$ cat config.mk
export PLATFORM = sky130hd
export DESIGN_NAME = regfile
export DESIGN_NICKNAME = d
export VERILOG_FILES = /design/src/source/regfile.sv
export VERILOG_INCLUDE_DIRS = /design/src /design/src/source
export SDC_FILE = /design/constraint.sdc
export NUM_CORES = 2
export LEC_CHECK = 0
export BUFFER_PORTS_ARGS = -buffer_cell sky130_fd_sc_hd__buf_2
export CAP_MARGIN = 20
export CORE_MARGIN = 4
export CORE_UTILIZATION = 38
export CTS_BUF_LIST = sky130_fd_sc_hd__clkbuf_2
export CTS_CLUSTER_DIAMETER = 40
export DETAILED_ROUTE_END_ITERATION = 6
export PLACE_DENSITY = 0.53
export SYNTH_ARGS = -nofsm -noshare
export SYNTH_HDL_FRONTEND = slang
export SYNTH_SLANG_ARGS = --single-unit
$ cat constraint.sdc
create_clock -name clk -period 6.55 [get_ports clk]
set_input_delay 0.3275 -clock clk [delete_from_list [all_inputs] [get_ports clk]]
set_output_delay 0.3275 -clock clk [all_outputs]
set_load 0.05 [all_outputs]
$ cat src/source/rv64_decode_defs.svh
`ifndef RV64_DECODE_DEFS_SVH
`define RV64_DECODE_DEFS_SVH

`define XLEN 64

// major opcodes
`define OPC_OP        7'b0110011
`define OPC_OP_IMM    7'b0010011
`define OPC_OP_32     7'b0111011
`define OPC_OP_IMM_32 7'b0011011
`define OPC_LOAD      7'b0000011
`define OPC_STORE     7'b0100011
`define OPC_BRANCH    7'b1100011
`define OPC_JAL       7'b1101111
`define OPC_JALR      7'b1100111
`define OPC_LUI       7'b0110111
`define OPC_AUIPC     7'b0010111

// funct3 for integer ops
`define F3_ADD  3'b000
`define F3_SLL  3'b001
`define F3_SLT  3'b010
`define F3_SLTU 3'b011
`define F3_XOR  3'b100
`define F3_SRL  3'b101
`define F3_OR   3'b110
`define F3_AND  3'b111

// funct3 for muldiv
`define F3_MUL  3'b000
`define F3_DIV  3'b100
`define F3_DIVU 3'b101
`define F3_REM  3'b110
`define F3_REMU 3'b111

// funct3 for branches and jalr
`define F3_BEQ  3'b000
`define F3_BNE  3'b001
`define F3_BLT  3'b100
`define F3_BGE  3'b101
`define F3_BLTU 3'b110
`define F3_BGEU 3'b111
`define F3_JALR 3'b000

`define F7_BASE   7'b0000000
`define F7_ALT    7'b0100000
`define F7_MULDIV 7'b0000001

// one-hot alu select, bit positions
`define ALU_OP_W 15
`define ALU_ADD  0
`define ALU_SUB  1
`define ALU_SLT  2
`define ALU_SLTU 3
`define ALU_AND  4
`define ALU_OR   5
`define ALU_XOR  6
`define ALU_SLL  7
`define ALU_SRL  8
`define ALU_SRA  9
`define ALU_MUL  10
`define ALU_DIV  11
`define ALU_DIVU 12
`define ALU_REM  13
`define ALU_REMU 14

`endif
$ cat src/source/regfile.sv
`timescale 1ns/1ns
`include "rv64_decode_defs.svh"

module regfile (
  input  logic             clk,
  input  logic             reset_i,
  input  logic [4:0]       raddr1_i,
  input  logic [4:0]       raddr2_i,
  output logic [`XLEN-1:0] rdata1_o,
  output logic [`XLEN-1:0] rdata2_o,
  input  logic             we_i,
  input  logic [4:0]       waddr_i,
  input  logic [`XLEN-1:0] wdata_i
);

  // x0 has no storage
  logic [`XLEN-1:0] regs [1:31];

  always_ff @(posedge clk) begin
    if (reset_i) begin
      for (int i = 1; i < 32; i++) begin
        regs[i] <= '0;
      end
    end else if (we_i && waddr_i != 5'd0) begin
      regs[waddr_i] <= wdata_i;
    end
  end

  // same-cycle writeback wins over the stored value
  function automatic logic [`XLEN-1:0] read_port(input logic [4:0] addr);
    if (addr == 5'd0) begin
      return '0;
    end else if (we_i && waddr_i == addr) begin
      return wdata_i;
    end
    return regs[addr];
  endfunction

  assign rdata1_o = read_port(raddr1_i);
  assign rdata2_o = read_port(raddr2_i);

  a_we_known: assert property (@(posedge clk) disable iff (reset_i) !$isunknown(we_i));

endmodule

==> run metrics <==
global route total overflow 0; CP Data Required Time 6.22 ns; Placement Rows 196; via density per instance 6.255; total power divided by cell area 244.8 nW/um^2; flip-flop count of the largest register, all copies and words added 2048; outcome completed; buffer levels on the longest clock path 4; Setup violations, final 0; critical path fanouts, max 2; highest clock frequency the design can meet 214.1 MHz; number of vias after detailed routing 74230; flip-flop and latch count after synthesis 2048; HPWL Detailed 249.8 mm; Seq/Total Area, Yosys 56.19%; number of nets in the layout 7761; Leakage 42.90 nW; drt initial violations 10870; slew at the pin closest to its max-slew limit 1.235 ns; Die Y 544.7 um; Hold Crit Start wdata_i[49]; IO buf count 209; wire length of the first global-routing pass 612.4 mm; endpoint of the worst hold path regs[0][49]; Post-CTS Repair Setup Buffers 0; number of violations of the max-capacitance limit 0; most used standard cells in the synthesized netlist edfxtp_1 (2048), and2_1 (1989), mux4_2 (941), clkbuf_1 (594), mux2i_1 (321); biggest regs regs (2048); H-tree depth 6; Netlist cell types 55; library cell with the highest instance count after synthesis edfxtp_1; Die Footprint 296700 sq um; Avg Synthesized Cell Area 15.10 sq um; switching part of the total 30.73%; total global routing track utilization 29.67%; initial antenna violation count 70; PostCTS Resize Cnt 0; fraction of power consumed by sequential logic 52.1%; cells taking the most area after synthesis edfxtp_1 (56%), mux4_2 (19%), and2_1 (11%), mux2i_1 (2.9%), clkbuf_1 (2.0%); number of placed instances with taps included 10680; DP Worst Slack 2.093 ns; Final Total Pwr 0.02978 W; kind of critical path register to output port; unrepaired setup endpoints after global routing no; share of post-route cells with drive strength above 1 29.56%; Logic pwr share 15.6%; area used by multi-input combinational logic 44840 sq um; placer congestion estimate 0.8386; maximum number of pins on one net before global-route repair 127; least setup slack across all paths after layout 1.879 ns; die extent in x 544.7 um; kind of path behind the tightest hold check input pin to register; Initial Utilization 38.27%; cell at the root of the clock tree clkbuf_2; drt wl/cell 37.69 um; remaining design rule violation count 0; clock share of power 32.3%; total negative setup slack 0 ns; number of flops mapped to enable cells by yosys 2048; area added between synthesis and finish 11.15%; ports placed on the boundary 210; Routed Wire Length 447.2 mm; filler-free cell count of the finished design 11870; highest ir drop seen on vdd 0.1441 mV; max-slew violation count 0; final worst path period need 4.671 ns; number of iterations in the first detailed-routing pass 5; CP Data Arrival Time 4.34 ns; CTS tree yes; number of cells traversed by the worst hold path 3; Post-Synthesis Cells 7246; area taken by flip-flops and latches 61500 sq um; CTS buffer count 568; area share of the largest cell type after synthesis 56.19%; max-slew headroom at the worst pin 17.05%; Critical Path Source Type register; number of global-route vias before repair 74100; warning count from the yosys run 0; fillers 25930; Most flops, register regs; post-route core utilization 42.54%; post-synthesis instance area 109400 sq um; Synth async-reset ratio 0%; endpoints failing hold 0; final worst-path cycle share 71.32%; residual antenna-violating net count after detailed routing 0; clock edge transition at the registers on the reported setup and hold paths 0.12 ns; endpoint kind of the worst setup timing path output port; most used flip-flop cell after synthesis edfxtp_1; net load switching power 0.009151 W; internal power 0.02063 W; biggest area consumer among synthesized cells edfxtp_1; clock tree sinks 2048; Core Region 285900 sq um
==> stage by stage <==
stage | cell area, sq um | hold WS [ns]
floorplan | 109700 | 0.4264
detailed placement | 114300 | 0.8562
CTS | 121200 | 0.03256
finish | 121700 | 0.1128
global placement | 114200 | 0.8522
global route | 121600 | 0.004677
==> power groups by stage <==
stage               sequential, W  clock (W)  combinational, W
floorplan                  0.0156          0           0.00285
global placement           0.0157          0           0.00444
detailed placement         0.0158          0           0.00446
CTS                        0.0155    0.00976           0.00458
global route               0.0156     0.0105           0.00478
finish                     0.0155    0.00961           0.00466
==> critical path, stage by stage (launching register included) <==
cell	delay (ns)
edfxtp_1	0.37
mux4_2	0.25
mux4_2	0.23
nor2_1	0.05
o41ai_1	1.09
buf_4	0.26
buf_2	0.26
==> layout by cell type (no fill, tap or decap), types with 137 or more instances in the layout <==
master / n
dlygate4sd3_1: 157
and2_1: 1989
clkbuf_2: 814
buf_2: 201
a211oi_1: 137
buf_4: 194
edfxtp_1: 2048
mux2i_1: 321
mux4_2: 941
a22oi_1: 140
==> worst max-delay path by stage <==
stage	from	to	slack, ns	depth (start not counted)
finish	regs[0][12]	rdata2_o[12]	1.88	6
global route	regs[0][12]	rdata2_o[12]	1.90	6
CTS	regs[0][12]	rdata2_o[12]	1.72	6
detailed placement	raddr2_i[2]	rdata2_o[10]	2.09	10
global placement	raddr2_i[2]	rdata2_o[10]	1.63	8
floorplan	raddr2_i[0]	rdata2_o[23]	3.07	8
==> per-layer routing <==
| metal | share of wire (%) | vias up | track usage, % |
|---|---|---|---|
| met5 | 0.061 | - | 0.1461 |
| met4 | 4.9 | 34 | 14.11 |
| met3 | 11 | 1083 | 7.853 |
| met2 | 47 | 5287 | 46.76 |
| met1 | 37 | 38680 | 38.24 |
| li1 | - | 29150 | - |
==> final cells by class <==
cell class | instances | area share, %
sequential | 2048 | 50.55
multi-input combinational | 4431 | 36.86
timing repair buffer | 624 | 4.482
tap | 3762 | 3.869
clock buffer | 814 | 3.349
clock inverter | 150 | 0.7950
antenna | 32 | 0.06582
inverter | 6 | 0.02468
==> repair_timing <==
| item | 4_1_cts | 5_1_grt |
|---|---|---|
| hold buffers | 169 | 1 |
| setup endpoints to repair | 0 | 0 |
| endpoints found under the hold margin | 3694 | 1 |
==> cell families after synthesis <==
logic type	share of synthesized area, %
simple gates	13.05
other cells	0.003426
compound gates	4.832
mux	22.35
flops	56.19
buf+inv	3.483
xor+xnor	0.08917
No activity file was read; power rests on OpenSTA's default activity.
