[src/source/rv64_decode_defs.svh]
`ifndef RV64_DECODE_DEFS_SVH
`define RV64_DECODE_DEFS_SVH

`define XLEN 64

// major opcodes
`define OPC_OP        7'b0110011
`define OPC_OP_IMM    7'b0010011
`define OPC_OP_32     7'b0111011
`define OPC_OP_IMM_32 7'b0011011
`define OPC_LOAD      7'b0000011
`define OPC_STORE     7'b0100011
`define OPC_BRANCH    7'b1100011
`define OPC_JAL       7'b1101111
`define OPC_JALR      7'b1100111
`define OPC_LUI       7'b0110111
`define OPC_AUIPC     7'b0010111

// funct3 for integer ops
`define F3_ADD  3'b000
`define F3_SLL  3'b001
`define F3_SLT  3'b010
`define F3_SLTU 3'b011
`define F3_XOR  3'b100
`define F3_SRL  3'b101
`define F3_OR   3'b110
`define F3_AND  3'b111

// funct3 for muldiv
`define F3_MUL  3'b000
`define F3_DIV  3'b100
`define F3_DIVU 3'b101
`define F3_REM  3'b110
`define F3_REMU 3'b111

// funct3 for branches and jalr
`define F3_BEQ  3'b000
`define F3_BNE  3'b001
`define F3_BLT  3'b100
`define F3_BGE  3'b101
`define F3_BLTU 3'b110
`define F3_BGEU 3'b111
`define F3_JALR 3'b000

`define F7_BASE   7'b0000000
`define F7_ALT    7'b0100000
`define F7_MULDIV 7'b0000001

// one-hot alu select, bit positions
`define ALU_OP_W 15
`define ALU_ADD  0
`define ALU_SUB  1
`define ALU_SLT  2
`define ALU_SLTU 3
`define ALU_AND  4
`define ALU_OR   5
`define ALU_XOR  6
`define ALU_SLL  7
`define ALU_SRL  8
`define ALU_SRA  9
`define ALU_MUL  10
`define ALU_DIV  11
`define ALU_DIVU 12
`define ALU_REM  13
`define ALU_REMU 14

`endif
[src/source/decode_if.sv]
`timescale 1ns/1ns
`include "rv64_decode_defs.svh"

interface decode_if (
  input logic clk
);
  logic                 valid;
  logic                 ready;
  logic [`XLEN-1:0]     op1;
  logic [`XLEN-1:0]     op2;
  logic [`ALU_OP_W-1:0] alu_sel;
  logic                 alu_word;
  logic                 rd_we;
  logic [4:0]           rd_addr;
  logic                 mem_re;
  logic                 mem_we;
  logic [`XLEN-1:0]     mem_wdata;
  logic [1:0]           mem_size;
  logic                 mem_unsigned;
  logic                 jump;
  logic [`XLEN-1:0]     jump_target;
  logic                 illegal;

  modport producer (
    input  clk, ready,
    output valid, op1, op2, alu_sel, alu_word, rd_we, rd_addr, mem_re, mem_we,
    output mem_wdata, mem_size, mem_unsigned, jump, jump_target, illegal
  );

  modport consumer (
    input  clk, valid, op1, op2, alu_sel, alu_word, rd_we, rd_addr, mem_re, mem_we,
    input  mem_wdata, mem_size, mem_unsigned, jump, jump_target, illegal,
    output ready
  );
endinterface

[src/source/issue_reg.sv]
`timescale 1ns/1ns
`include "rv64_decode_defs.svh"

module issue_reg (
  input  logic                 clk,
  input  logic                 reset_i,
  decode_if.consumer           dec,
  output logic                 out_valid_o,
  input  logic                 out_ready_i,
  output logic [`XLEN-1:0]     op1_o,
  output logic [`XLEN-1:0]     op2_o,
  output logic [`ALU_OP_W-1:0] alu_sel_o,
  output logic                 alu_word_o,
  output logic                 rd_we_o,
  output logic [4:0]           rd_addr_o,
  output logic                 mem_re_o,
  output logic                 mem_we_o,
  output logic [`XLEN-1:0]     mem_wdata_o,
  output logic [1:0]           mem_size_o,
  output logic                 mem_unsigned_o,
  output logic                 jump_o,
  output logic [`XLEN-1:0]     jump_target_o,
  output logic                 illegal_o
);

  logic load;

  // free when empty or draining this cycle
  assign dec.ready = ~out_valid_o | out_ready_i;
  assign load      = dec.valid & dec.ready;

  always_ff @(posedge clk) begin
    if (reset_i) begin
      out_valid_o    <= 1'b0;
      op1_o          <= '0;
      op2_o          <= '0;
      alu_sel_o      <= '0;
      alu_word_o     <= 1'b0;
      rd_we_o        <= 1'b0;
      rd_addr_o      <= '0;
      mem_re_o       <= 1'b0;
      mem_we_o       <= 1'b0;
      mem_wdata_o    <= '0;
      mem_size_o     <= '0;
      mem_unsigned_o <= 1'b0;
      jump_o         <= 1'b0;
      jump_target_o  <= '0;
      illegal_o      <= 1'b0;
    end else if (load) begin
      out_valid_o    <= 1'b1;
      op1_o          <= dec.op1;
      op2_o          <= dec.op2;
      alu_sel_o      <= dec.alu_sel;
      alu_word_o     <= dec.alu_word;
      rd_we_o        <= dec.rd_we;
      rd_addr_o      <= dec.rd_addr;
      mem_re_o       <= dec.mem_re;
      mem_we_o       <= dec.mem_we;
      mem_wdata_o    <= dec.mem_wdata;
      mem_size_o     <= dec.mem_size;
      mem_unsigned_o <= dec.mem_unsigned;
      jump_o         <= dec.jump;
      jump_target_o  <= dec.jump_target;
      illegal_o      <= dec.illegal;
    end else if (out_ready_i) begin
      out_valid_o <= 1'b0;
    end
  end

  // stalled entry stays put until taken
  a_hold: assert property (@(posedge clk) disable iff (reset_i)
    out_valid_o && !out_ready_i |=> out_valid_o &&
    $stable({op1_o, op2_o, alu_sel_o, alu_word_o, rd_we_o, rd_addr_o, mem_re_o, mem_we_o,
             mem_wdata_o, mem_size_o, mem_unsigned_o, jump_o, jump_target_o, illegal_o}));

  a_reset_empty: assert property (@(posedge clk) reset_i |=> !out_valid_o);

endmodule

[src/flat_wrapper.sv]
// flat-port wrapper written by rule: the top's interface ports become plain ports
module issue_reg_flat 
  (clk, reset_i, out_valid_o, out_ready_i, op1_o, op2_o, alu_sel_o, alu_word_o, rd_we_o, rd_addr_o, mem_re_o, mem_we_o, mem_wdata_o, mem_size_o, mem_unsigned_o, jump_o, jump_target_o, illegal_o, dec_valid, dec_op1, dec_op2, dec_alu_sel, dec_alu_word, dec_rd_we, dec_rd_addr, dec_mem_re, dec_mem_we, dec_mem_wdata, dec_mem_size, dec_mem_unsigned, dec_jump, dec_jump_target, dec_illegal, dec_ready);
  decode_if dec_i (.clk(clk));
  input  logic clk;
  input  logic reset_i;
  output logic out_valid_o;
  input  logic out_ready_i;
  output logic [`XLEN-1:0] op1_o;
  output logic [`XLEN-1:0] op2_o;
  output logic [`ALU_OP_W-1:0] alu_sel_o;
  output logic alu_word_o;
  output logic rd_we_o;
  output logic [4:0] rd_addr_o;
  output logic mem_re_o;
  output logic mem_we_o;
  output logic [`XLEN-1:0] mem_wdata_o;
  output logic [1:0] mem_size_o;
  output logic mem_unsigned_o;
  output logic jump_o;
  output logic [`XLEN-1:0] jump_target_o;
  output logic illegal_o;
  input wire logic [$bits(dec_i.valid)-1:0] dec_valid;
  input wire logic [$bits(dec_i.op1)-1:0] dec_op1;
  input wire logic [$bits(dec_i.op2)-1:0] dec_op2;
  input wire logic [$bits(dec_i.alu_sel)-1:0] dec_alu_sel;
  input wire logic [$bits(dec_i.alu_word)-1:0] dec_alu_word;
  input wire logic [$bits(dec_i.rd_we)-1:0] dec_rd_we;
  input wire logic [$bits(dec_i.rd_addr)-1:0] dec_rd_addr;
  input wire logic [$bits(dec_i.mem_re)-1:0] dec_mem_re;
  input wire logic [$bits(dec_i.mem_we)-1:0] dec_mem_we;
  input wire logic [$bits(dec_i.mem_wdata)-1:0] dec_mem_wdata;
  input wire logic [$bits(dec_i.mem_size)-1:0] dec_mem_size;
  input wire logic [$bits(dec_i.mem_unsigned)-1:0] dec_mem_unsigned;
  input wire logic [$bits(dec_i.jump)-1:0] dec_jump;
  input wire logic [$bits(dec_i.jump_target)-1:0] dec_jump_target;
  input wire logic [$bits(dec_i.illegal)-1:0] dec_illegal;
  output wire logic [$bits(dec_i.ready)-1:0] dec_ready;
  assign dec_i.valid = dec_valid;
  assign dec_i.op1 = dec_op1;
  assign dec_i.op2 = dec_op2;
  assign dec_i.alu_sel = dec_alu_sel;
  assign dec_i.alu_word = dec_alu_word;
  assign dec_i.rd_we = dec_rd_we;
  assign dec_i.rd_addr = dec_rd_addr;
  assign dec_i.mem_re = dec_mem_re;
  assign dec_i.mem_we = dec_mem_we;
  assign dec_i.mem_wdata = dec_mem_wdata;
  assign dec_i.mem_size = dec_mem_size;
  assign dec_i.mem_unsigned = dec_mem_unsigned;
  assign dec_i.jump = dec_jump;
  assign dec_i.jump_target = dec_jump_target;
  assign dec_i.illegal = dec_illegal;
  assign dec_ready = dec_i.ready;
  issue_reg u_core (.clk(clk), .reset_i(reset_i), .dec(dec_i), .out_valid_o(out_valid_o), .out_ready_i(out_ready_i), .op1_o(op1_o), .op2_o(op2_o), .alu_sel_o(alu_sel_o), .alu_word_o(alu_word_o), .rd_we_o(rd_we_o), .rd_addr_o(rd_addr_o), .mem_re_o(mem_re_o), .mem_we_o(mem_we_o), .mem_wdata_o(mem_wdata_o), .mem_size_o(mem_size_o), .mem_unsigned_o(mem_unsigned_o), .jump_o(jump_o), .jump_target_o(jump_target_o), .illegal_o(illegal_o));
endmodule
[config.mk]
export PLATFORM = sky130hd
export DESIGN_NAME = issue_reg_flat
export DESIGN_NICKNAME = d
export VERILOG_FILES = /design/src/source/decode_if.sv /design/src/source/issue_reg.sv /design/src/flat_wrapper.sv
export VERILOG_INCLUDE_DIRS = /design/src /design/src/source
export SDC_FILE = /design/constraint.sdc
export NUM_CORES = 1
export LEC_CHECK = 0
export ABC_AREA = 1
export BUFFER_PORTS_ARGS = -buffer_cell sky130_fd_sc_hd__buf_2
export CAP_MARGIN = 0
export CORE_AREA = 2 2 225 227
export DETAILED_ROUTE_END_ITERATION = 6
export DIE_AREA = 0 0 227 229
export SKIP_LAST_GASP = 1
export SYNTH_ARGS = -nofsm -noshare
export SYNTH_HDL_FRONTEND = slang
export SYNTH_SLANG_ARGS = --single-unit
[constraint.sdc]
create_clock -name clk -period 1.4 [get_ports clk]
set_input_delay 0.07 -clock clk [delete_from_list [all_inputs] [get_ports clk]]
set_output_delay 0.07 -clock clk [all_outputs]
set_load 0.05 [all_outputs]
==> impl_results.md, run 1 <==
* Design Area, Final at 20,950 sq um
* Hold WS at 38.49 ps
* Clock Latency Late Sink at 530 ps
* H-tree Lvls at 2
* Util after Layout at 0.4219
* Initial antenna violation count at 0
* Synth unique cells at 15
* Grt total ovfl at 0
* CTS clk-pin slew, worst paths at 60 ps
* IO buf count at 575
* Routed wire length at 47,580 um
* Yosys Warn Count at 0
* CP max stage delay at 360 ps
* Pin count of the biggest net entering global routing at 70
* Placed cell count at 3,035
* Max-slew violation count at 0
* Syn avg cell area at 6.970 sq um
* Num CTS Buffers at 35
* Cells after Synth at 1,874
* Worst Tran Pin Value at 566.6 ps
* Final non-filler cell total at 3,390
* Root Driver: clkbuf_16
* Static Leak at 11.30 nW
* Vias in the first global route at 14,566
* Commonest non-fill, non-tap cell in the layout: buf_2
* Initial Utilization at 0.2631
* Syn nets at 2,163
* Worst-path fanout max at 48
* Placed Area at 16,740 sq um
* CP Data Arrival Time at 1760 ps
* Vias/cell at 4.373
* # diodes at 0
* Avg WL per Cell at 14.04 um
* I/O pin cnt at 576
* Reg2Reg Depth at 7
* Die Ht at 229 um
* RSZ-0062 raised after global routing: true
* Critical Path Sink Type: flop
* Mapped Area at 13,060 sq um
* GP Congestion at 0.8504
* Layout Area Growth over Synthesis at 60.39%
* Share of cells above drive strength 1 at 0.2884
* FF+latch count, synth at 286
* First-pass GRT wire length at 73,460 um
* CTS sink cnt at 286
* Die X at 227 um
* Residual DRC at 0
* WS Path Type: reg2reg
* Total die area at 51,980 sq um
* Setup TNS Final at 0 ps
* Worst Hold Depth at 4
* Clock Skews at 23.31 ps
* Critical path's slowest cell: dfxtp_4
* CTS max path bufs at 3
* Tmin final at 1352 ps
* DR iter-0 viols at 637
* HP Class: in2reg
* CTS tree: built
* Fin crit share at 0.9659
* Power Density at 1181 nW/um^2
* Commonest cells after routing, fill and taps aside: 573 x buf_2, 286 x dlygate4sd3_1
* Gr usage total at 0.1737
* Post-synthesis sequential area ratio at 0.4383
* Vias at 14,825
* Fin nets at 2,984
* DPL Wire Length at 30,150 um
* Endpoints failing setup at 0
* Core area at 49,660 sq um
* CP Cell Sequence: nand2_8 -> buf_4 -> buf_12 -> buf_16 -> nand3_1 -> nand2_1 -> nor2_1
* Status: finished, final reports clean
* Critical Path RT at 1810 ps
* Startpoint type of the worst setup path: flop
* Fillers at 4,968
* Fmax achieved at 739.5 MHz
* Max-cap viol count at 0
* Row count at 82
* Worst vdd rail ir drop at 0.9110 mV
* Rel. slew slack at 0.6223
* Remaining antenna violation count at 0
* Detailed Routing Iterations Pass 1 at 5
* Final hold viol count at 0
[stage by stage]
step	worst slack [ps]	total power, mW
2_1_floorplan	73.02	13.41
3_3_place_gp	163.9	15.03
3_5_place_dp	153.5	15.04
4_1_cts	-5.093	24.96
5_1_grt	-33.95	25.94
6_report	47.72	24.74
[per-layer routing]
metal	GRT usage	up-vias	wire (um)
met3	0.05632	169	4006
li1	-	7468	-
met5	0	-	0
met2	0.2932	575	21980
met4	0.08844	0	2389
met1	0.1948	6613	19210
[power breakdown]
part           switching, mW  total (mW)  leakage [nW]  internal, mW
Sequential             0.351        9.14          2.38          8.79
Clock                   3.59        9.12         0.568          5.52
Combinational           4.25        6.48          8.35          2.23
Total                   8.19        24.7          11.3          16.5
[final cells by class]
cell class	count	area (sq um)	share of cell area
Clock inverter	13	143.9	0.006868
Inverter	288	1089	0.05196
Tap cell	672	840.8	0.04013
Clock buffer	47	993.5	0.04742
Sequential cell	286	5729	0.2735
Timing Repair Buffer	942	6875	0.3282
Multi-Input combinational cell	1142	5280	0.2520
[flip-flops by register name, indices dropped and copies added, names as in the netlist, 2 cells and up]
| signal | count |
|---|---|
| u_core.op1_o | 64 |
| u_core.mem_wdata_o | 64 |
| u_core.op2_o | 64 |
| u_core.alu_sel_o | 15 |
| u_core.jump_target_o | 64 |
| u_core.rd_addr_o | 5 |
| u_core.mem_size_o | 2 |
[worst max-delay path, delay by kind of cell (launching register included)]
family                 cells  cell delay (ps)
flip-flops                 1              360
AND/OR/NAND/NOR            4              350
buffers and inverters      3              470
[kinds of logic (layout without fill, tap and decap cells)]
group / after synthesis / count (layout) / share of synthesized area
and+or+nand+nor: 856 / 856 / 0.2735
DFF: 286 / 286 / 0.4383
buffers and inverters: 446 / 1290 / 0.1585
AOI/OAI and AO/OA: 286 / 286 / 0.1297
[what timing repair did]
item                                    in CTS  in global routing
hold buffers                               286                  0
resized for setup                            6                  5
setup buffers                                6                  0
endpoints found under the hold margin      286                  0
cloned                                       2                  2
endpoints found under the setup margin       2                 30
pin swaps                                    1                  0
[worst paths after layout]
kind                      start                      end  slack, ps
min                   dec_valid  u_core.jump_target_o[0]         40
max reg2reg  u_core.out_valid_o     u_core.alu_sel_o[14]         50
max          u_core.out_valid_o     u_core.alu_sel_o[14]         50
min reg2reg    u_core.op1_o[49]         u_core.op1_o[49]        470
[synth_stat cells]
| cell type | n | area, sq um |
|---|---|---|
| buf_8 | 8 | 120.1 |
| a21oi_1 | 216 | 1081 |
| nand3_1 | 285 | 1426 |
| inv_1 | 285 | 1070 |
| inv_2 | 2 | 7.510 |
| nand2_2 | 1 | 6.260 |
| nand2_1 | 285 | 1070 |
| nor2_1 | 285 | 1070 |
| a21oi_2 | 70 | 613.1 |
| dfxtp_1 | 286 | 5725 |
| buf_4 | 16 | 120.1 |
| clkbuf_1 | 22 | 82.58 |
| clkinv_1 | 1 | 3.750 |
| buf_2 | 95 | 475.5 |
| buf_6 | 17 | 191.4 |
Note: power is estimated with default switching activity, not from simulation.
==> inputs of run 2 (changes only) <==
==> constraint.sdc (replaced) <==
create_clock -name clk -period 1.4 [get_ports clk]
set_input_delay 0.07 -clock clk [delete_from_list [all_inputs] [get_ports clk]]
set_output_delay 0.07 -clock clk [all_outputs]
set_load 0.005 [all_outputs]
==> run 2 against run 1 <==
The flow now finishes with violations (negative setup slack). Non-clock buffer count is 6 higher. First-iteration DRC count is 11% lower. Total power is 8.6% lower. Die area stayed put. Fmax is 4.1% lower. Cell count is 0.12% higher. Clock skew is 11 ps lower. Hold slack better by 290 ps. Critical endpoint is now dec_ready. Count of clock-buffer cells in the layout is 8 higher. Worst setup slack worse by 57 ps.
==> impl_results.md, run 2 (same netlist as run 1, synthesis figures left out) <==
* Max-cap viol count at 0
* Vias at 14,751
* CTS clk-pin slew, worst paths at 60 ps
* Rel. slew slack at 0.7737
* WS Path Type: reg2out
* Vias/cell at 4.346
* CTS max path bufs at 3
* Num CTS Buffers at 35
* Worst Tran Pin Value at 339.4 ps
* H-tree Lvls at 2
* IO buf count at 575
* Endpoints failing setup at 1
* Core area at 49,660 sq um
* Critical Path RT at 1330 ps
* Remaining antenna violation count at 0
* CTS tree: built
* Commonest cells after routing, fill and taps aside: 573 x buf_2, 287 x dlygate4sd3_1
* Critical Path Sink Type: output port
* Util after Layout at 0.4264
* Routed wire length at 47,340 um
* Failing checks: negative setup slack
* First-pass GRT wire length at 70,930 um
* Fmax achieved at 709.4 MHz
* CP Data Arrival Time at 1340 ps
* Initial antenna violation count at 0
* CTS sink cnt at 286
* Fin crit share at 1.007
* Clock Skews at 12.00 ps
* Worst setup margin at -9.741 ps
* Max-slew violation count at 0
* Detailed Routing Iterations Pass 1 at 5
* Commonest non-fill, non-tap cell in the layout: buf_2
* HP Class: in2reg
* Worst vdd rail ir drop at 0.8036 mV
* R2R Setup Slk at 10 ps
* Clock Latency Late Sink at 520 ps
* Gr usage total at 0.1682
* Placed cell count at 3,031
* Total die area at 51,980 sq um
* DR iter-0 viols at 569
* Pin count of the biggest net entering global routing at 57
* Residual DRC at 0
* Power Total at 22.62 mW
* Final non-filler cell total at 3,394
* Grt total ovfl at 0
* Final hold viol count at 0
* Layout Area Growth over Synthesis at 62.10%
* Share of cells above drive strength 1 at 0.2957
* RSZ-0062 raised after global routing: true
* Status: finished, violations left
* Power Density at 1068 nW/um^2
* # diodes at 0
* Die Ht at 229 um
* Die X at 227 um
* Startpoint type of the worst setup path: flop
* Hold WS at 328.9 ps
* Initial Utilization at 0.2631
* DP Worst Slack at -20.87 ps
* Root Driver: clkbuf_16
* I/O pin cnt at 576
* Vias in the first global route at 14,026
* Design Area, Final at 21,170 sq um
* DPL Wire Length at 29,380 um
* Row count at 82
* GP Congestion at 0.8041
* Static Leak at 11.36 nW
* Worst-path fanout max at 3
* Placed Area at 16,660 sq um
* Avg WL per Cell at 13.95 um
* Tmin final at 1410 ps
* Setup TNS Final at -9.741 ps
* Fin nets at 2,990
==> run 2: cell types whose count changed in the layout (fill, tap and decap cells not counted), moves of 4 or more <==
cell,before,now
a21oi_1,216,194
buf_12,26,20
clkbuf_8,3,7
a21oi_2,70,91
clkbuf_1,7,11
buf_4,46,38
buf_6,1,10
clkinv_2,9,1
buf_8,1,6
==> run 2: critical path, stage by stage (launching register included) <==
cell and delay (ps):
dfxtp_4 370, nand2_8 60, buf_16 140, buf_16 130, buf_6 100
==> run 2: path summary, 6_finish.rpt <==
path	startpoint	endpoint	cells past startpoint
setup reg to reg	u_core.out_valid_o	u_core.alu_sel_o[7]	7
hold / removal	out_ready_i	u_core.op1_o[27]	7
setup / recovery	u_core.out_valid_o	dec_ready	4
hold reg to reg	u_core.mem_wdata_o[1]	u_core.mem_wdata_o[1]	2
==> run 2: routing by layer <==
metal,up-vias,wire length [um],track usage
li1,7489,-,-
met1,6563,19870,0.1974
met2,559,21400,0.2757
met3,140,3845,0.05029
met4,0,2226,0.08742
met5,-,0,0
==> run 2: where the power goes <==
part	internal [mW]	leakage, nW	switching, mW	total, mW
Sequential	8.79	2.38	0.357	9.14
Combinational	2.27	8.43	2.12	4.38
Clock	5.55	0.551	3.54	9.09
==> run 2: what timing repair did <==
item | CTS | global route
resized for setup | 5 | 44
buffers inserted | 7 | 2
setup endpoints to repair | 2 | 171
hold endpoints to repair | 286 | 0
hold buffers | 287 | 0
gates cloned | 3 | 7
pin swaps | 1 | 1
==> run 2: cell type report <==
| cell class | instances | area, sq um |
|---|---|---|
| clock inverters | 3 | 65.06 |
| well taps | 672 | 840.8 |
| inverters | 288 | 1089 |
| fillers | 4953 | 28480 |
| repair buffers | 948 | 7017 |
| multi-input cells | 1142 | 5370 |
| clock buffers | 55 | 1064 |
| flip-flops and latches | 286 | 5729 |
