===== config.mk =====
export PLATFORM = sky130hd
export DESIGN_NAME = inst_decoder_flat
export DESIGN_NICKNAME = d
export VERILOG_FILES = /design/src/source/rv64_decode_pkg.sv /design/src/source/decode_if.sv /design/src/source/inst_decoder.sv /design/src/source/branch_unit.sv /design/src/source/imm_gen.sv /design/src/flat_wrapper.sv
export VERILOG_INCLUDE_DIRS = /design/src /design/src/source
export SDC_FILE = /design/constraint.sdc
export NUM_CORES = 1
export LEC_CHECK = 0
export ABC_AREA = 0
export BUFFER_PORTS_ARGS = -buffer_cell sky130_fd_sc_hd__buf_2
export CAP_MARGIN = 20
export CORE_AREA = 5 5 203 205
export DETAILED_ROUTE_END_ITERATION = 8
export DIE_AREA = 0 0 208 210
export PLACE_DENSITY = 0.67
export SETUP_SLACK_MARGIN = 0.5
export SLEW_MARGIN = 20
export SYNTH_ARGS = -nofsm -noshare
export SYNTH_HDL_FRONTEND = slang
export SYNTH_SLANG_ARGS = --single-unit
export TNS_END_PERCENT = 20

===== constraint.sdc =====
create_clock -name vclk -period 5.7
set_clock_uncertainty 0.05 [all_clocks]
set_input_delay 0.285 -clock vclk [all_inputs]
set_output_delay 0.285 -clock vclk [all_outputs]
set_load 0.005 [all_outputs]

===== src/source/rv64_decode_defs.svh =====
`ifndef RV64_DECODE_DEFS_SVH
`define RV64_DECODE_DEFS_SVH

`define XLEN 64

// major opcodes
`define OPC_OP        7'b0110011
`define OPC_OP_IMM    7'b0010011
`define OPC_OP_32     7'b0111011
`define OPC_OP_IMM_32 7'b0011011
`define OPC_LOAD      7'b0000011
`define OPC_STORE     7'b0100011
`define OPC_BRANCH    7'b1100011
`define OPC_JAL       7'b1101111
`define OPC_JALR      7'b1100111
`define OPC_LUI       7'b0110111
`define OPC_AUIPC     7'b0010111

// funct3 for integer ops
`define F3_ADD  3'b000
`define F3_SLL  3'b001
`define F3_SLT  3'b010
`define F3_SLTU 3'b011
`define F3_XOR  3'b100
`define F3_SRL  3'b101
`define F3_OR   3'b110
`define F3_AND  3'b111

// funct3 for muldiv
`define F3_MUL  3'b000
`define F3_DIV  3'b100
`define F3_DIVU 3'b101
`define F3_REM  3'b110
`define F3_REMU 3'b111

// funct3 for branches and jalr
`define F3_BEQ  3'b000
`define F3_BNE  3'b001
`define F3_BLT  3'b100
`define F3_BGE  3'b101
`define F3_BLTU 3'b110
`define F3_BGEU 3'b111
`define F3_JALR 3'b000

`define F7_BASE   7'b0000000
`define F7_ALT    7'b0100000
`define F7_MULDIV 7'b0000001

// one-hot alu select, bit positions
`define ALU_OP_W 15
`define ALU_ADD  0
`define ALU_SUB  1
`define ALU_SLT  2
`define ALU_SLTU 3
`define ALU_AND  4
`define ALU_OR   5
`define ALU_XOR  6
`define ALU_SLL  7
`define ALU_SRL  8
`define ALU_SRA  9
`define ALU_MUL  10
`define ALU_DIV  11
`define ALU_DIVU 12
`define ALU_REM  13
`define ALU_REMU 14

`endif

===== src/source/rv64_decode_pkg.sv =====
package rv64_decode_pkg;

  typedef struct packed {
    logic [6:0] funct7;
    logic [4:0] rs2;
    logic [4:0] rs1;
    logic [2:0] funct3;
    logic [4:0] rd;
    logic [6:0] opcode;
  } r_fmt_t;

  typedef struct packed {
    logic [11:0] imm;
    logic [4:0]  rs1;
    logic [2:0]  funct3;
    logic [4:0]  rd;
    logic [6:0]  opcode;
  } i_fmt_t;

  typedef struct packed {
    logic [6:0] imm_hi;
    logic [4:0] rs2;
    logic [4:0] rs1;
    logic [2:0] funct3;
    logic [4:0] imm_lo;
    logic [6:0] opcode;
  } s_fmt_t;

  // branch offset bits are scattered across the word
  typedef struct packed {
    logic       imm12;
    logic [5:0] imm10_5;
    logic [4:0] rs2;
    logic [4:0] rs1;
    logic [2:0] funct3;
    logic [3:0] imm4_1;
    logic       imm11;
    logic [6:0] opcode;
  } b_fmt_t;

  typedef struct packed {
    logic [19:0] imm;
    logic [4:0]  rd;
    logic [6:0]  opcode;
  } u_fmt_t;

  typedef struct packed {
    logic       imm20;
    logic [9:0] imm10_1;
    logic       imm11;
    logic [7:0] imm19_12;
    logic [4:0] rd;
    logic [6:0] opcode;
  } j_fmt_t;

  // one instruction word, six ways to read it
  typedef union packed {
    r_fmt_t r;
    i_fmt_t i;
    s_fmt_t s;
    b_fmt_t b;
    u_fmt_t u;
    j_fmt_t j;
  } inst_u;

endpackage


===== src/source/decode_if.sv =====
`timescale 1ns/1ns
`include "rv64_decode_defs.svh"

interface decode_if (
  input logic clk
);
  logic                 valid;
  logic                 ready;
  logic [`XLEN-1:0]     op1;
  logic [`XLEN-1:0]     op2;
  logic [`ALU_OP_W-1:0] alu_sel;
  logic                 alu_word;
  logic                 rd_we;
  logic [4:0]           rd_addr;
  logic                 mem_re;
  logic                 mem_we;
  logic [`XLEN-1:0]     mem_wdata;
  logic [1:0]           mem_size;
  logic                 mem_unsigned;
  logic                 jump;
  logic [`XLEN-1:0]     jump_target;
  logic                 illegal;

  modport producer (
    input  clk, ready,
    output valid, op1, op2, alu_sel, alu_word, rd_we, rd_addr, mem_re, mem_we,
    output mem_wdata, mem_size, mem_unsigned, jump, jump_target, illegal
  );

  modport consumer (
    input  clk, valid, op1, op2, alu_sel, alu_word, rd_we, rd_addr, mem_re, mem_we,
    input  mem_wdata, mem_size, mem_unsigned, jump, jump_target, illegal,
    output ready
  );
endinterface


===== src/source/inst_decoder.sv =====
`timescale 1ns/1ns
`include "rv64_decode_defs.svh"

module inst_decoder (
  input  logic [`XLEN-1:0] pc_i,
  input  logic [31:0]      inst_i,
  input  logic             valid_i,
  output logic             ready_o,
  output logic [4:0]       raddr1_o,
  output logic [4:0]       raddr2_o,
  input  logic [`XLEN-1:0] rdata1_i,
  input  logic [`XLEN-1:0] rdata2_i,
  decode_if.producer       dec
);
  import rv64_decode_pkg::*;

  inst_u                inst;
  logic [6:0]           opcode;
  logic [2:0]           f3;
  logic [6:0]           f7;
  logic [6:0]           shift_hi;
  logic [`XLEN-1:0]     imm;
  logic [`ALU_OP_W-1:0] f3_sel;
  logic [`ALU_OP_W-1:0] alu_sel;
  logic                 legal;
  logic                 word_f3;
  logic                 is_op, is_op_32, is_op_imm, is_op_imm_32;
  logic                 is_load, is_store, is_branch;
  logic                 is_jal, is_jalr, is_lui, is_auipc;
  logic                 use_rs1, use_rs2;

  assign inst   = inst_i;
  assign opcode = inst.r.opcode;
  assign f3     = inst.r.funct3;
  assign f7     = inst.r.funct7;

  assign is_op        = (opcode == `OPC_OP);
  assign is_op_32     = (opcode == `OPC_OP_32);
  assign is_op_imm    = (opcode == `OPC_OP_IMM);
  assign is_op_imm_32 = (opcode == `OPC_OP_IMM_32);
  assign is_load      = (opcode == `OPC_LOAD);
  assign is_store     = (opcode == `OPC_STORE);
  assign is_branch    = (opcode == `OPC_BRANCH);
  assign is_jal       = (opcode == `OPC_JAL);
  assign is_jalr      = (opcode == `OPC_JALR);
  assign is_lui       = (opcode == `OPC_LUI);
  assign is_auipc     = (opcode == `OPC_AUIPC);

  // shamt[5] sits in the funct7 slot for 64-bit shifts
  assign shift_hi = is_op_imm_32 ? f7 : {inst_i[31:26], 1'b0};
  assign word_f3  = (f3 == `F3_ADD) || (f3 == `F3_SLL) || (f3 == `F3_SRL);

  // ========================================================================
  // alu select
  // ========================================================================

  // base integer op named by funct3 alone
  always_comb begin
    f3_sel = '0;
    case (f3)
      `F3_ADD:  f3_sel[`ALU_ADD]  = 1'b1;
      `F3_SLL:  f3_sel[`ALU_SLL]  = 1'b1;
      `F3_SLT:  f3_sel[`ALU_SLT]  = 1'b1;
      `F3_SLTU: f3_sel[`ALU_SLTU] = 1'b1;
      `F3_XOR:  f3_sel[`ALU_XOR]  = 1'b1;
      `F3_SRL:  f3_sel[`ALU_SRL]  = 1'b1;
      `F3_OR:   f3_sel[`ALU_OR]   = 1'b1;
      default:  f3_sel[`ALU_AND]  = 1'b1;
    endcase
  end

  always_comb begin
    legal   = 1'b1;
    alu_sel = '0;
    case (opcode)
      `OPC_OP, `OPC_OP_32: begin
        if (f7 == `F7_MULDIV) begin
          case (f3)
            `F3_MUL:  alu_sel[`ALU_MUL]  = 1'b1;
            `F3_DIV:  alu_sel[`ALU_DIV]  = 1'b1;
            `F3_DIVU: alu_sel[`ALU_DIVU] = 1'b1;
            `F3_REM:  alu_sel[`ALU_REM]  = 1'b1;
            `F3_REMU: alu_sel[`ALU_REMU] = 1'b1;
            // mulh family has no select bit
            default:  legal = 1'b0;
          endcase
        end else if (f7 == `F7_ALT && f3 == `F3_ADD) begin
          alu_sel[`ALU_SUB] = 1'b1;
        end else if (f7 == `F7_ALT && f3 == `F3_SRL) begin
          alu_sel[`ALU_SRA] = 1'b1;
        end else if (f7 == `F7_BASE && (is_op || word_f3)) begin
          alu_sel = f3_sel;
        end else begin
          legal = 1'b0;
        end
      end
      `OPC_OP_IMM, `OPC_OP_IMM_32: begin
        if (f3 == `F3_SLL || f3 == `F3_SRL) begin
          if (shift_hi == `F7_BASE) begin
            alu_sel = f3_sel;
          end else if (shift_hi == `F7_ALT && f3 == `F3_SRL) begin
            alu_sel[`ALU_SRA] = 1'b1;
          end else begin
            legal = 1'b0;
          end
        end else if (is_op_imm_32 && f3 != `F3_ADD) begin
          legal = 1'b0;
        end else begin
          alu_sel = f3_sel;
        end
      end
      `OPC_LOAD: begin
        legal             = (f3 != 3'b111);
        alu_sel[`ALU_ADD] = 1'b1;
      end
      `OPC_STORE: begin
        legal             = ~f3[2];
        alu_sel[`ALU_ADD] = 1'b1;
      end
      // compare happens in the branch unit
      `OPC_BRANCH: legal = f3[2] | ~f3[1];
      `OPC_JALR: begin
        legal             = (f3 == `F3_JALR);
        alu_sel[`ALU_ADD] = 1'b1;
      end
      `OPC_JAL, `OPC_LUI, `OPC_AUIPC: alu_sel[`ALU_ADD] = 1'b1;
      default: legal = 1'b0;
    endcase
    if (!legal) begin
      alu_sel = '0;
    end
  end

  // ========================================================================
  // operands, register and memory control
  // ========================================================================
  assign use_rs1 = legal & (is_op | is_op_32 | is_op_imm | is_op_imm_32 | is_load |
                            is_store | is_branch | is_jalr);
  assign use_rs2 = legal & (is_op | is_op_32 | is_store | is_branch);
  assign raddr1_o = use_rs1 ? inst.r.rs1 : 5'd0;
  assign raddr2_o = use_rs2 ? inst.r.rs2 : 5'd0;

  imm_gen u_imm_gen (
    .inst_i (inst),
    .imm_o  (imm)
  );

  always_comb begin
    if (is_auipc || is_jal || is_jalr) begin
      dec.op1 = pc_i;
    end else if (is_lui) begin
      dec.op1 = '0;
    end else begin
      dec.op1 = rdata1_i;
    end
  end

  always_comb begin
    if (is_jal || is_jalr) begin
      dec.op2 = `XLEN'(4);
    end else if (is_op_imm || is_op_imm_32 || is_load || is_store || is_lui || is_auipc) begin
      dec.op2 = imm;
    end else begin
      dec.op2 = rdata2_i;
    end
  end

  assign dec.alu_sel  = alu_sel;
  assign dec.alu_word = legal & (is_op_32 | is_op_imm_32);
  assign dec.rd_we    = legal & (is_op | is_op_32 | is_op_imm | is_op_imm_32 | is_load |
                                 is_lui | is_auipc | is_jal | is_jalr);
  assign dec.rd_addr  = dec.rd_we ? inst.r.rd : 5'd0;

  assign dec.mem_re       = legal & is_load;
  assign dec.mem_we       = legal & is_store;
  assign dec.mem_wdata    = dec.mem_we ? rdata2_i : '0;
  assign dec.mem_size     = (dec.mem_re | dec.mem_we) ? f3[1:0] : 2'd0;
  assign dec.mem_unsigned = dec.mem_re & f3[2];
  assign dec.illegal      = ~legal;

  branch_unit u_branch_unit (
    .pc_i       (pc_i),
    .rs1_data_i (rdata1_i),
    .rs2_data_i (rdata2_i),
    .imm_i      (imm),
    .funct3_i   (f3),
    .is_branch_i(legal & is_branch),
    .is_jal_i   (is_jal),
    .is_jalr_i  (legal & is_jalr),
    .jump_o     (dec.jump),
    .target_o   (dec.jump_target)
  );

  assign dec.valid = valid_i;
  assign ready_o   = dec.ready;

  // alu select is one-hot or empty
  a_sel_onehot: assert property (@(posedge dec.clk) dec.valid |-> $onehot0(dec.alu_sel));

endmodule


===== src/source/branch_unit.sv =====
`timescale 1ns/1ns
`include "rv64_decode_defs.svh"

module branch_unit (
  input  logic [`XLEN-1:0] pc_i,
  input  logic [`XLEN-1:0] rs1_data_i,
  input  logic [`XLEN-1:0] rs2_data_i,
  input  logic [`XLEN-1:0] imm_i,
  input  logic [2:0]       funct3_i,
  input  logic             is_branch_i,
  input  logic             is_jal_i,
  input  logic             is_jalr_i,
  output logic             jump_o,
  output logic [`XLEN-1:0] target_o
);

  logic [`XLEN-1:0] diff;
  logic             same_sign;
  logic             eq;
  logic             lt_s;
  logic             lt_u;
  logic             cond;
  logic             br_taken;

  // one subtractor serves all three compares
  assign diff      = rs1_data_i - rs2_data_i;
  assign same_sign = (rs1_data_i[`XLEN-1] == rs2_data_i[`XLEN-1]);
  assign eq        = (diff == '0);
  assign lt_s = (rs1_data_i[`XLEN-1] & ~rs2_data_i[`XLEN-1]) | (same_sign & diff[`XLEN-1]);
  assign lt_u = (~rs1_data_i[`XLEN-1] & rs2_data_i[`XLEN-1]) | (same_sign & diff[`XLEN-1]);

  always_comb begin
    case (funct3_i)
      `F3_BEQ:  cond = eq;
      `F3_BNE:  cond = ~eq;
      `F3_BLT:  cond = lt_s;
      `F3_BGE:  cond = ~lt_s;
      `F3_BLTU: cond = lt_u;
      `F3_BGEU: cond = ~lt_u;
      default:  cond = 1'b0;
    endcase
  end

  assign br_taken = is_branch_i & cond;
  assign jump_o   = br_taken | is_jal_i | is_jalr_i;

  always_comb begin
    if (is_jalr_i) begin
      target_o = (rs1_data_i + imm_i) & ~`XLEN'(1);
    end else if (br_taken | is_jal_i) begin
      target_o = pc_i + imm_i;
    end else begin
      target_o = '0;
    end
  end

endmodule


===== src/source/imm_gen.sv =====
`timescale 1ns/1ns
`include "rv64_decode_defs.svh"

module imm_gen (
  input  rv64_decode_pkg::inst_u inst_i,
  output logic [`XLEN-1:0]       imm_o
);

  // format follows from the opcode alone
  always_comb begin
    case (inst_i.r.opcode)
      `OPC_OP_IMM, `OPC_OP_IMM_32, `OPC_LOAD, `OPC_JALR: begin
        imm_o = {{(`XLEN-12){inst_i.i.imm[11]}}, inst_i.i.imm};
      end
      `OPC_STORE: begin
        imm_o = {{(`XLEN-12){inst_i.s.imm_hi[6]}}, inst_i.s.imm_hi, inst_i.s.imm_lo};
      end
      `OPC_BRANCH: begin
        imm_o = {{(`XLEN-12){inst_i.b.imm12}}, inst_i.b.imm11, inst_i.b.imm10_5,
                 inst_i.b.imm4_1, 1'b0};
      end
      `OPC_LUI, `OPC_AUIPC: begin
        imm_o = {{(`XLEN-32){inst_i.u.imm[19]}}, inst_i.u.imm, 12'b0};
      end
      `OPC_JAL: begin
        imm_o = {{(`XLEN-20){inst_i.j.imm20}}, inst_i.j.imm19_12, inst_i.j.imm11,
                 inst_i.j.imm10_1, 1'b0};
      end
      // r-type and anything unknown
      default: begin
        imm_o = '0;
      end
    endcase
  end

endmodule


===== src/flat_wrapper.sv =====
// flat-port wrapper written by rule: the top's interface ports become plain ports
module inst_decoder_flat import rv64_decode_pkg::*;
  (pc_i, inst_i, valid_i, ready_o, raddr1_o, raddr2_o, rdata1_i, rdata2_i, clk, dec_ready, dec_valid, dec_op1, dec_op2, dec_alu_sel, dec_alu_word, dec_rd_we, dec_rd_addr, dec_mem_re, dec_mem_we, dec_mem_wdata, dec_mem_size, dec_mem_unsigned, dec_jump, dec_jump_target, dec_illegal);
  decode_if dec_i (.clk(clk));
  input  logic [`XLEN-1:0] pc_i;
  input  logic [31:0] inst_i;
  input  logic valid_i;
  output logic ready_o;
  output logic [4:0] raddr1_o;
  output logic [4:0] raddr2_o;
  input  logic [`XLEN-1:0] rdata1_i;
  input  logic [`XLEN-1:0] rdata2_i;
  input wire logic clk;
  input wire logic [$bits(dec_i.ready)-1:0] dec_ready;
  output wire logic [$bits(dec_i.valid)-1:0] dec_valid;
  output wire logic [$bits(dec_i.op1)-1:0] dec_op1;
  output wire logic [$bits(dec_i.op2)-1:0] dec_op2;
  output wire logic [$bits(dec_i.alu_sel)-1:0] dec_alu_sel;
  output wire logic [$bits(dec_i.alu_word)-1:0] dec_alu_word;
  output wire logic [$bits(dec_i.rd_we)-1:0] dec_rd_we;
  output wire logic [$bits(dec_i.rd_addr)-1:0] dec_rd_addr;
  output wire logic [$bits(dec_i.mem_re)-1:0] dec_mem_re;
  output wire logic [$bits(dec_i.mem_we)-1:0] dec_mem_we;
  output wire logic [$bits(dec_i.mem_wdata)-1:0] dec_mem_wdata;
  output wire logic [$bits(dec_i.mem_size)-1:0] dec_mem_size;
  output wire logic [$bits(dec_i.mem_unsigned)-1:0] dec_mem_unsigned;
  output wire logic [$bits(dec_i.jump)-1:0] dec_jump;
  output wire logic [$bits(dec_i.jump_target)-1:0] dec_jump_target;
  output wire logic [$bits(dec_i.illegal)-1:0] dec_illegal;
  assign dec_i.ready = dec_ready;
  assign dec_valid = dec_i.valid;
  assign dec_op1 = dec_i.op1;
  assign dec_op2 = dec_i.op2;
  assign dec_alu_sel = dec_i.alu_sel;
  assign dec_alu_word = dec_i.alu_word;
  assign dec_rd_we = dec_i.rd_we;
  assign dec_rd_addr = dec_i.rd_addr;
  assign dec_mem_re = dec_i.mem_re;
  assign dec_mem_we = dec_i.mem_we;
  assign dec_mem_wdata = dec_i.mem_wdata;
  assign dec_mem_size = dec_i.mem_size;
  assign dec_mem_unsigned = dec_i.mem_unsigned;
  assign dec_jump = dec_i.jump;
  assign dec_jump_target = dec_i.jump_target;
  assign dec_illegal = dec_i.illegal;
  inst_decoder u_core (.pc_i(pc_i), .inst_i(inst_i), .valid_i(valid_i), .ready_o(ready_o), .raddr1_o(raddr1_o), .raddr2_o(raddr2_o), .rdata1_i(rdata1_i), .rdata2_i(rdata2_i), .dec(dec_i));
endmodule

==> qor.yml <==
outcome:
  status: "finished, violations left"
  violations: "negative setup slack"
timing:
  tightest_slew_ps: 1010
  rsz0062_at_grt: "true"
  hold_ws_ps: 520
  hold_viol: 0
  period_minus_slack_ps: 6550
  max-slew-margin-rel_pct: 32.6
  fmax_ghz: 0.153
  fin_crit_sh_pct: 115
  setup_violations: 65
  final.setup.worst_slack_ps: -850
  drv_slew: 0
yosys:
  synth.yosys.seq_area_share_pct: 0
  yosysWarnings: 0
  synth_top_area_share_pct: 15.7
  synth_area_leaders: "ha_1, a21oi_1, a21o_1, xnor2_1, nand2_1"
  yosys.area.top_type: "ha_1"
  ys_types: 87
  syn_nets: 2680
  synth_cells: 2260
  syn_area_sq_um: 15000
  avgSynthCellArea_sq_um: 6.62
power_and_ir_drop:
  p_leak_nw: 11.5
  power-per-cell-area_nw_per_um2: 82.3
  ir_worst_vdd_uv: 55.4
  total_power_w: 0.00176
critical_path:
  cpPeakStageDelay_ps: 460
  start_kind: "primary input"
  arrival_ps: 6210
  worst_path_most_repeated_cell: "a21oi_2"
  end_kind: "output pin"
  critPathMaxFanout: 16
  critPathKind: "in2out"
  worstPathRequired_ps: 5370
  critical-path-slowest-cell: "fa_1"
cells_and_area:
  final_nets: 3481
  syn2layout_area_growth_pct: 42.8
  clkbuf_count: 0
  regArea_sq_um: 0
  seq_cells: 0
  fin_cells: 3591
  drive_gt1_share_pct: 34.4
  multiInputGateArea_sq_um: 14500
  fillers: 4056
detailed_routing:
  post_drt_wl_per_cell_um: 25.5
  vias_per_cell: 6.20
  drtPass1Iterations: 6
  routed-via-count: 22261
  antenna_left: 0
  drc: 0
  drtIter0Drc: 2627
  routed_wl_um: 91500
hold_path:
  hp-start: "dec_ready"
  hold_class: "in2out"
  hold_path_end: "ready_o"
  whs_path_depth: 0
global_routing:
  antenna_found_initial: 6
  grt_usage_pct: 37.8
  grt_max_degree: 65
  grt_pass1_wl_um: 129000
  grt_pass1_vias: 20912
  overflow: 0
placement:
  gp_congestion: 1.09
  dpl.cell_count: 3569
  pre_cts_ws_ps: -1020
  numPortBuffers: 519
  dpl.hpwl_um: 78000
floorplanning:
  ios: 524
  die_w_um: 208
  start_util_pct: 38.1
  fp.dieH_um: 210
  row_count: 73
  fp.coreArea_sq_um: 39300
  die_area_sq_um: 43700
job:
  cap_violations: 0
clock_network:
  postCtsHoldBufs: 0
[through the flow]
| stage | TNS, ps | cell area, sq um | util (%) |
|---|---|---|---|
| after floorplan | -4290 | 15100 | - |
| after global placement | -50190 | 20700 | 52.8 |
| after detailed placement | -64060 | 20700 | 52.8 |
| after CTS | -46370 | 20900 | 53.3 |
| after global routing | -67380 | 21400 | 54.4 |
| final | -52420 | 21400 | 54.4 |
[Yosys cell counts (7+ instances only)]
cell type	instances
xnor2_1	93
or3_1	14
a21boi_0	11
nand4_1	44
o211ai_1	19
a22oi_1	8
a22o_1	81
nand2b_1	27
and4_1	9
o221ai_1	7
or4_1	7
a21o_1	129
nor4_1	12
clkbuf_1	99
a21oi_1	260
or2_2	10
o21bai_1	35
ha_1	188
o31ai_1	9
nand3_1	50
a211o_1	11
a311oi_1	11
nor2_1	171
inv_1	118
o21ai_0	120
xor2_1	52
nor2b_1	17
a211oi_1	33
a22o_2	44
nand2_1	191
and2_1	107
a31oi_1	26
o211a_1	8
and3_1	25
nor3_1	44
o21a_1	33
[worst max path at each step]
stage	end	start	slack (ps)	cells past startpoint
after floorplan	dec_jump_target[62]	inst_i[4]	-80	22
after global placement	dec_jump_target[61]	rdata1_i[14]	-820	29
after detailed placement	dec_jump_target[61]	rdata1_i[14]	-1020	29
after CTS	dec_jump_target[61]	rdata1_i[19]	-750	29
after global routing	dec_jump_target[4]	rdata2_i[16]	-1070	30
final	dec_jump_target[14]	rdata1_i[16]	-850	29
[critical path: cells and delay by family]
family | cells | cell delay, ps
adders and majority gates | 2 | 770
and+or+nand+nor | 8 | 1500
buffers and inverters | 4 | 730
muxes | 1 | 270
AOI/OAI and AO/OA | 14 | 2620
[layout make-up]
class / instances / share of cell area [%]
multi-input combinational: 2032 / 67.9
inverter: 118 / 2.16
timing repair buffer: 909 / 26.8
tap: 525 / 3.07
antenna: 7 / 0.0820
[layer usage]
metal / global-route usage, % / part of all wire [%]
met3: 7.59 / 10
met5: 0 / 0.016
met2: 59.1 / 43
met4: 15.7 / 5.5
met1: 51.0 / 41
[cell families after synthesis]
family	share of synthesized area, %
buffers and inverters	6.12
AO/OA/AOI/OAI	43.0
multiplexers	0.276
adder cells (fa/ha/maj)	16.4
XOR/XNOR	8.49
AND/OR/NAND/NOR	25.8
[report_power, final]
group / switching, W / internal [W] / leakage (nW) / total, W
combinational: 0.00102 / 0.000740 / 11.5 / 0.00176
clock: 0 / 0.000000000139 / 0.0000444 / 0.000000000139
sequential: 0 / 0 / 0 / 0
[layout by cell type, fill, tap and decap left out, types with 17 or more instances in the layout]
cell type	synthesis	routed
buf_4	4	394
o21bai_1	35	34
a21o_1	129	129
inv_1	118	104
a31oi_1	26	25
buf_2	0	491
nor2_1	171	168
nand3_1	50	50
ha_4	0	20
nor3_1	44	41
o21ai_0	120	115
and2_1	107	105
ha_1	188	168
nand2_1	191	188
a211oi_1	33	33
o21a_1	33	33
nand4_1	44	44
xnor2_1	93	93
and3_1	25	24
a22o_2	44	42
a21oi_1	260	253
nand2b_1	27	27
o211ai_1	19	19
xor2_1	52	52
a22o_1	81	81
buf_6	6	17
[timing repair]
item / in CTS / in global routing
buffers inserted: 2 / 10
setup endpoints to repair: 65 / 65
hold endpoints to repair: 0 / 0
pin swaps: 6 / 17
resized for setup: 22 / 93
gates cloned: 0 / 3
(Power assumes the default switching activity.)
